===== src/rtl/spiBridgePkg.sv =====
`default_nettype none

package spiBridgePkg;

  // Command opcodes, first byte of every transaction
  localparam logic [7:0] opEcho     = 8'h11;
  localparam logic [7:0] opMemWrite = 8'h12;
  localparam logic [7:0] opMemRead  = 8'h13;
  localparam logic [7:0] opGpioDir  = 8'h14;
  localparam logic [7:0] opGpioData = 8'h15;

  localparam logic [7:0] ackOffset = 8'h11; // Ack is opcode plus this

  // Address field carries a full SPI address byte
  localparam int memAddrBits = 8;

  typedef enum logic [3:0] {
    sIdle,
    sCmd,
    sEcho,
    sWriteAddr,
    sWriteData,
    sReadAddr,
    sReadData,
    sGpioDir,
    sGpioData,
    sSkip
  } engineState_t;

  typedef struct packed {
    logic [7:0] data;
    logic       first; // First byte since csN fell
  } rxByte_t;

  typedef struct packed {
    logic                   we;
    logic [memAddrBits-1:0] addr; // Upper bits zero above ADDR_WIDTH
    logic [7:0]             wdata;
  } memAccess_t;

endpackage

`default_nettype wire


===== src/rtl/spiSlave.sv =====
`timescale 1ns/10ps
`default_nettype none

module spiSlave
  import spiBridgePkg::*;
(
  input  logic       clk,
  input  logic       rstN,
  input  logic       sclk,
  input  logic       mosi,
  input  logic       csN,
  output logic       miso,
  output logic       rxValid,
  output rxByte_t    rx,
  output logic       csActive,
  input  logic       txLoad,
  input  logic [7:0] txByte
);

  logic [1:0] sclkSync;
  logic [1:0] mosiSync;
  logic [1:0] csNSync;
  logic       sclkPrev;
  logic       sclkRise;
  logic       sclkFall;
  logic [2:0] bitCnt;
  logic [6:0] rxShift;
  logic       firstPend;
  logic [7:0] txShift;

  always_ff @(posedge clk or negedge rstN)
  begin
    if (!rstN)
    begin
      sclkSync <= '0;
      mosiSync <= '0;
      csNSync  <= '1;   // Deselected
      sclkPrev <= 1'b0;
    end
    else
    begin
      sclkSync <= {sclkSync[0], sclk};
      mosiSync <= {mosiSync[0], mosi};
      csNSync  <= {csNSync[0], csN};
      sclkPrev <= sclkSync[1];
    end
  end

  assign sclkRise = sclkSync[1] & ~sclkPrev;
  assign sclkFall = ~sclkSync[1] & sclkPrev;
  assign csActive = ~csNSync[1];

  always_ff @(posedge clk or negedge rstN)
  begin
    if (!rstN)
    begin
      bitCnt    <= '0;
      firstPend <= 1'b1;
      rxValid   <= 1'b0;
    end
    else
    begin
      rxValid <= 1'b0;
      if (!csActive)
      begin
        bitCnt    <= '0;
        firstPend <= 1'b1;
      end
      else if (sclkRise)
      begin
        bitCnt <= bitCnt + 3'd1;
        if (bitCnt == 3'd7)
        begin
          rxValid   <= 1'b1;
          firstPend <= 1'b0;
        end
      end
    end
  end

  always_ff @(posedge clk)
  begin
    if (csActive && sclkRise)
    begin
      rxShift <= {rxShift[5:0], mosiSync[1]};
      if (bitCnt == 3'd7)
      begin
        rx.data  <= {rxShift, mosiSync[1]};
        rx.first <= firstPend;
      end
    end
  end

  // The falling edge after bit 0 must keep the freshly loaded MSB
  always_ff @(posedge clk or negedge rstN)
  begin
    if (!rstN)
      txShift <= '0;
    else if (!csActive)
      txShift <= '0;
    else if (txLoad)
      txShift <= txByte;
    else if (sclkFall && bitCnt != 3'd0)
      txShift <= {txShift[6:0], 1'b0}; // Zero fill when nothing is loaded
  end

  assign miso = txShift[7];

  // Host must hold csN low until the last byte has been taken in
  assert property (@(posedge clk) disable iff (!rstN) rxValid |-> csActive);

endmodule

`default_nettype wire


===== src/rtl/scratchRam.sv =====
`timescale 1ns/10ps
`default_nettype none

module scratchRam
  import spiBridgePkg::*;
#(
  parameter int ADDR_WIDTH = 4
)
(
  input  logic       clk,
  input  memAccess_t mem,
  output logic [7:0] rdata
);

  logic [7:0] ram [2**ADDR_WIDTH];

  always_ff @(posedge clk)
  begin
    if (mem.we)
      ram[mem.addr[ADDR_WIDTH-1:0]] <= mem.wdata;
  end

  assign rdata = ram[mem.addr[ADDR_WIDTH-1:0]]; // Read without delay

endmodule

`default_nettype wire


===== src/rtl/gpioPort.sv =====
`timescale 1ns/10ps
`default_nettype none

module gpioPort #(
  parameter int GPIO_WIDTH = 4
)
(
  input  logic                  clk,
  input  logic                  rstN,
  input  logic [GPIO_WIDTH-1:0] gpioIn,
  input  logic                  dirWrite,
  input  logic                  dataWrite,
  input  logic [GPIO_WIDTH-1:0] wdata,
  output logic [GPIO_WIDTH-1:0] gpioOut,
  output logic [GPIO_WIDTH-1:0] gpioOe,
  output logic [GPIO_WIDTH-1:0] pins
);

  logic [GPIO_WIDTH-1:0] pinsMeta;

  always_ff @(posedge clk or negedge rstN)
  begin
    if (!rstN)
    begin
      gpioOe  <= '0; // All pins inputs
      gpioOut <= '0;
    end
    else
    begin
      if (dirWrite)
        gpioOe <= wdata;
      if (dataWrite)
        gpioOut <= wdata;
    end
  end

  always_ff @(posedge clk or negedge rstN)
  begin
    if (!rstN)
    begin
      pinsMeta <= '0;
      pins     <= '0;
    end
    else
    begin
      pinsMeta <= gpioIn;
      pins     <= pinsMeta;
    end
  end

  assert property (@(posedge clk) disable iff (!rstN) !(dirWrite && dataWrite));

endmodule

`default_nettype wire


===== src/rtl/cmdEngine.sv =====
`timescale 1ns/10ps
`default_nettype none

module cmdEngine
  import spiBridgePkg::*;
#(
  parameter int ADDR_WIDTH = 4,
  parameter int GPIO_WIDTH = 4
)
(
  input  logic                  clk,
  input  logic                  rstN,
  input  logic                  rxValid,
  input  rxByte_t               rx,
  input  logic                  csActive,
  output logic                  txLoad,
  output logic [7:0]            txByte,
  output memAccess_t            mem,
  input  logic [7:0]            rdata,
  output logic                  dirWrite,
  output logic                  dataWrite,
  output logic [GPIO_WIDTH-1:0] wdata,
  input  logic [GPIO_WIDTH-1:0] pins
);

  engineState_t          state;
  engineState_t          stateNext;
  logic [ADDR_WIDTH-1:0] addrCnt;
  logic [ADDR_WIDTH-1:0] addrSel;
  logic [7:0]            reply;
  logic                  dataByte;

  assign dataByte = rxValid & ~rx.first;

  // Address byte goes straight to the memory so the next reply is data
  assign addrSel = (state == sReadAddr) ? rx.data[ADDR_WIDTH-1:0] : addrCnt;

  assign mem.we    = dataByte && (state == sWriteData);
  assign mem.addr  = memAddrBits'(addrSel);
  assign mem.wdata = rx.data;

  assign dirWrite  = dataByte && (state == sGpioDir);
  assign dataWrite = dataByte && (state == sGpioData);
  assign wdata     = rx.data[GPIO_WIDTH-1:0];

  always_comb
  begin
    stateNext = state;
    reply     = 8'h00;
    if (!csActive)
      stateNext = sIdle;
    else if (rxValid && rx.first)
    begin
      reply = rx.data + ackOffset;
      case (rx.data)
        opEcho:     stateNext = sEcho;
        opMemWrite: stateNext = sWriteAddr;
        opMemRead:  stateNext = sReadAddr;
        opGpioDir:  stateNext = sGpioDir;
        opGpioData: stateNext = sGpioData;
        default:
        begin
          stateNext = sSkip; // Ignore until deselect
          reply     = 8'h00;
        end
      endcase
    end
    else if (rxValid)
    begin
      case (state)
        sEcho:      reply = rx.data;
        sWriteAddr: stateNext = sWriteData;
        sReadAddr:
        begin
          stateNext = sReadData;
          reply     = rdata;
        end
        sReadData:  reply = rdata;
        sGpioData:  reply = 8'(pins); // Pin readback
        default:    reply = 8'h00;
      endcase
    end
    else if (state == sIdle)
      stateNext = sCmd; // Selected, waiting for opcode
  end

  always_ff @(posedge clk or negedge rstN)
  begin
    if (!rstN)
    begin
      state  <= sIdle;
      txLoad <= 1'b0;
    end
    else
    begin
      state  <= stateNext;
      txLoad <= rxValid;
    end
  end

  always_ff @(posedge clk)
  begin
    if (rxValid)
      txByte <= reply;
    if (dataByte)
    begin
      case (state)
        sWriteAddr:                       addrCnt <= rx.data[ADDR_WIDTH-1:0];
        sWriteData, sReadAddr, sReadData: addrCnt <= addrSel + ADDR_WIDTH'(1); // Wraps
        default:                          addrCnt <= addrCnt;
      endcase
    end
  end

endmodule

`default_nettype wire


===== src/rtl/spiBridge.sv =====
`timescale 1ns/10ps
`default_nettype none

module spiBridge
  import spiBridgePkg::*;
#(
  parameter int ADDR_WIDTH = 4,
  parameter int GPIO_WIDTH = 4
)
(
  input  logic                  clk,
  input  logic                  rstN,
  input  logic                  sclk,
  input  logic                  mosi,
  input  logic                  csN,
  input  logic [GPIO_WIDTH-1:0] gpioIn,
  output logic                  miso,
  output logic [GPIO_WIDTH-1:0] gpioOut,
  output logic [GPIO_WIDTH-1:0] gpioOe
);

  logic                  rxValid;
  rxByte_t               rx;
  logic                  csActive;
  logic                  txLoad;
  logic [7:0]            txByte;
  memAccess_t            mem;
  logic [7:0]            rdata;
  logic                  dirWrite;
  logic                  dataWrite;
  logic [GPIO_WIDTH-1:0] gpioWdata;
  logic [GPIO_WIDTH-1:0] pins;

  spiSlave i_spiSlave (
    .clk      (clk),
    .rstN     (rstN),
    .sclk     (sclk),
    .mosi     (mosi),
    .csN      (csN),
    .miso     (miso),
    .rxValid  (rxValid),
    .rx       (rx),
    .csActive (csActive),
    .txLoad   (txLoad),
    .txByte   (txByte)
  );

  cmdEngine #(
    .ADDR_WIDTH (ADDR_WIDTH),
    .GPIO_WIDTH (GPIO_WIDTH)
  ) i_cmdEngine (
    .clk       (clk),
    .rstN      (rstN),
    .rxValid   (rxValid),
    .rx        (rx),
    .csActive  (csActive),
    .txLoad    (txLoad),
    .txByte    (txByte),
    .mem       (mem),
    .rdata     (rdata),
    .dirWrite  (dirWrite),
    .dataWrite (dataWrite),
    .wdata     (gpioWdata),
    .pins      (pins)
  );

  scratchRam #(
    .ADDR_WIDTH (ADDR_WIDTH)
  ) i_scratchRam (
    .clk   (clk),
    .mem   (mem),
    .rdata (rdata)
  );

  gpioPort #(
    .GPIO_WIDTH (GPIO_WIDTH)
  ) i_gpioPort (
    .clk       (clk),
    .rstN      (rstN),
    .gpioIn    (gpioIn),
    .dirWrite  (dirWrite),
    .dataWrite (dataWrite),
    .wdata     (gpioWdata),
    .gpioOut   (gpioOut),
    .gpioOe    (gpioOe),
    .pins      (pins)
  );

endmodule

`default_nettype wire


===== config.mk =====
export PLATFORM = sky130hd
export DESIGN_NAME = spiBridge
export DESIGN_NICKNAME = d
export VERILOG_FILES = /design/src/rtl/spiBridgePkg.sv /design/src/rtl/spiSlave.sv /design/src/rtl/scratchRam.sv /design/src/rtl/gpioPort.sv /design/src/rtl/cmdEngine.sv /design/src/rtl/spiBridge.sv
export SDC_FILE = /design/constraint.sdc
export NUM_CORES = 1
export LEC_CHECK = 0
export BUFFER_PORTS_ARGS = -buffer_cell sky130_fd_sc_hd__buf_2
export CAP_MARGIN = 10
export CORE_MARGIN = 2
export CORE_UTILIZATION = 59
export CTS_BUF_LIST = sky130_fd_sc_hd__clkbuf_2
export DETAILED_ROUTE_END_ITERATION = 6
export PLACE_DENSITY = 0.76
export RECOVER_POWER = 50
export SETUP_SLACK_MARGIN = 0.02
export SYNTH_ARGS = -nofsm -noshare
export SYNTH_HDL_FRONTEND = slang
export SYNTH_HIERARCHICAL = 1
export SYNTH_SLANG_ARGS = --single-unit

===== constraint.sdc =====
create_clock -name clk -period 3.4 [get_ports clk]
set_clock_uncertainty 0.2 [all_clocks]
set_input_delay 0.17 -clock clk [delete_from_list [all_inputs] [get_ports clk]]
set_output_delay 0.17 -clock clk [all_outputs]
set_load 0.05 [all_outputs]

==> summary.md <==
| Metric | Value |
|---|---|
| Num ports | `18` |
| Num CTS Buffers | `17` |
| TNS Setup | `0 ps` |
| Largest net degree at the start of global routing | `41` |
| Syn Area/Cell | `about 17 um2` |
| WP buf/inv | `1` |
| GP Congestion | `0.872` |
| Run status | `finished with violations` |
| Root Buffer | `clkbuf_2` |
| Post-route cell area | `8980 um2` |
| Core region area | `13400 um2` |
| CP Launch Type | `flip-flop` |
| Post-Syn Instances | `479` |
| Die width | `122 um` |
| Fmax | `327 MHz` |
| Cell family with most CP delay | `multiplexers` |
| Crit-path slowest cell | `mux4_2` |
| Comb pwr share | `1.5%` |
| Initial antenna violation count | `1` |
| Mapped Nets | `approximately 500` |
| Top cell by count, worst path | `a22oi_1` |
| Max_cap viols | `1` |
| Detailed Routing Iterations Pass 1 | `5` |
| Drt via density | `6.02` |
| Reg power frac | `67.5%` |
| Failing checks | `max-capacitance violations, max-slew violations` |
| Die area | `14800 um2` |
| Via count of the first global-routing pass | `4517` |
| CTS tree | `yes` |
| Design Power | `a little under 4 mW` |
| DP Wirelength | `10200 um` |
| Fin crit share | `90.0%` |
| Routed vias | `4366` |
| Die height | `between 100 and 150 um` |
| Internal Pwr Total | `2.89 mW` |
| Yosys warnings | `6` |
| Leak | `between 3 and 4 nW` |
| Worst Slack Setup Final | `339 ps` |
| Sw Share | `24.8%` |
| Hold Path Class | `reg2reg` |
| FP Rows | `42` |
| Share of cells above drive strength 1 | `~26%` |
| Crit path capture type | `flip-flop` |
| First-pass GRT wire length | `25200 um` |
| Crit path largest cell delay | `around 520 ps` |
| Area after DPL | `8550 um2` |
| Remaining antenna violation count after routing | `0` |
| Total gr overflow | `0` |
| Total GRT Usage | `between 20% and 30%` |
| Critical path class | `reg2reg` |
| H-tree levels | `4` |
| Final net count | `552` |
| Post-layout min period | `3060 ps` |
| Layout area overhead | `10.1%` |
| Mapped Area | `approximately 8200 um2` |
| Clock Path Buffers | `2` |
| Place WS | `~220 ps` |
| Number of post-CTS setup repair buffers | `0` |
| P_sw | `between 0.9 and 1 mW` |
| Maximum VDD drop | `roughly 0.00038 V` |
| Final setup vio count | `0` |
| Fillers | `between 900 and 1000` |
| Initial Util | `between 60% and 70%` |
| Worst-Margin Slew | `2100 ps` |
| Clock sinks | `197` |
| Final wirelength | `15900 um` |
| Clk_lat worst skew | `770 ps` |
| Hold Vio Cnt, Final | `0` |
| Critical path arrival | `3400 ps` |
| CP required | `3740 ps` |
| Slew Limit Fails | `39` |
| RSZ-0062 raised after global routing | `no` |
| WL/cell | `21.9 um` |
| DRT iter0 DRCs | `a little over 500` |
| Worst-path fanout max | `14` |
| Rel. slew slack | `-39.7%` |
| DRC Markers | `0` |
| Power Density | `428 nW/um2` |
| # port buffers | `17` |
| Clk pwr share | `a little under a third` |
| Worst path cell trace | `nand2b_1 -> nor2_4 -> mux2_4 -> buf_4 -> mux4_2 -> a22oi_1 -> nand2_1 -> a22oi_1 -> o22ai_1` |
| Worst-path clk slew | `310 ps` |
[worst paths after layout]
path | startpoint | to | slack, ps | cells past startpoint
worst max-delay path | i_cmdEngine/state[1] | i_cmdEngine/txByte[3] | 340 | 9
worst min-delay path | i_spiSlave/csNSync[0] | i_spiSlave/csNSync[1] | 190 | 0
worst max register to register | i_cmdEngine/state[1] | i_cmdEngine/txByte[3] | 340 | 9
worst min register to register | i_spiSlave/csNSync[0] | i_spiSlave/csNSync[1] | 190 | 0
max in group asynchronous | rstN | i_spiSlave/txShift[6] | 740 | 4
min in group asynchronous | rstN | i_spiSlave/csNSync[1] | 290 | 3
[power groups by stage]
stage | combinational [mW] | clock, mW | sequential, mW
finish | 0.0566 | 1.19 | 2.60
global route | 0.0627 | 1.32 | 2.60
CTS | 0.0594 | 1.22 | 2.60
detailed placement | 0.0423 | 0 | 2.65
global placement | 0.0399 | 0 | 2.65
floorplan | 0.0239 | 0 | 2.64
[area by class of cell]
| type | instances | area (um2) | share of cell area [%] |
|---|---|---|---|
| repair buffers | 70 | 528 | 5.88 |
| multi-input cells | 239 | 2200 | 24.5 |
| diodes | 1 | 2.50 | 0.0279 |
| inverters | 10 | 37.5 | 0.418 |
| clock buffers | 17 | 85.1 | 0.947 |
| flip-flops and latches | 197 | 5710 | 63.6 |
| clock inverters | 15 | 194 | 2.16 |
| well taps | 176 | 220 | 2.45 |
[layout by cell type (no fill, tap or decap), drive strengths merged, types with 2 or more instances in the layout]
| cell type | instances |
|---|---|
| xnor2 | 4 |
| nand3b | 2 |
| dfrtp | 38 |
| ha | 8 |
| nand3 | 4 |
| xor2 | 3 |
| nor2 | 34 |
| mux2i | 11 |
| clkbuf | 23 |
| nor2b | 7 |
| clkinv | 6 |
| a22oi | 24 |
| inv | 19 |
| o22ai | 5 |
| mux2 | 19 |
| dfstp | 3 |
| nor3b | 2 |
| nor3 | 13 |
| o31ai | 2 |
| edfxtp | 156 |
| nand2b | 9 |
| o21ai | 8 |
| a22o | 4 |
| a31o | 2 |
| and2 | 5 |
| or3b | 2 |
| mux4 | 32 |
| nor4 | 3 |
| a21oi | 7 |
| buf | 48 |
| dlygate4sd3 | 16 |
| nand2 | 17 |
[through the flow]
step,util (%),hold slack [ps],instances
after floorplan,-,-326,479
after global placement,63.8,74.4,675
after detailed placement,63.8,76.6,675
after CTS,67.2,173,724
after global routing,67.0,179,725
final,67.0,190,725
[registers in the layout, summed over array words and instances (netlist names), 4 cells and up]
register / flops
i_cmdEngine/addrCnt: 4
i_cmdEngine/state: 4
i_cmdEngine/txByte: 8
i_gpioPort/gpioOe: 4
i_gpioPort/gpioOut: 4
i_gpioPort/pins: 4
i_gpioPort/pinsMeta: 4
i_scratchRam/ram: 128
i_spiSlave/rx: 9
i_spiSlave/rxShift: 7
i_spiSlave/txShift: 8
[per-layer routing]
metal / GRT usage [%] / up-vias / wire, um
met5: 0 / - / 0
met4: 6.61 / 0 / 178
met3: 5.62 / 12 / 1140
met2: 38.4 / 163 / 8100
met1: 32.1 / 2223 / 6470
li1: - / 1968 / -
[timing repair]
item | 4_1_cts | 5_1_grt
hold buffers | 17 | 0
resized for setup | 0 | 1
setup endpoints to repair | 0 | 4
endpoints found under the hold margin | 48 | 0
Power figures use the tool's default switching activity.
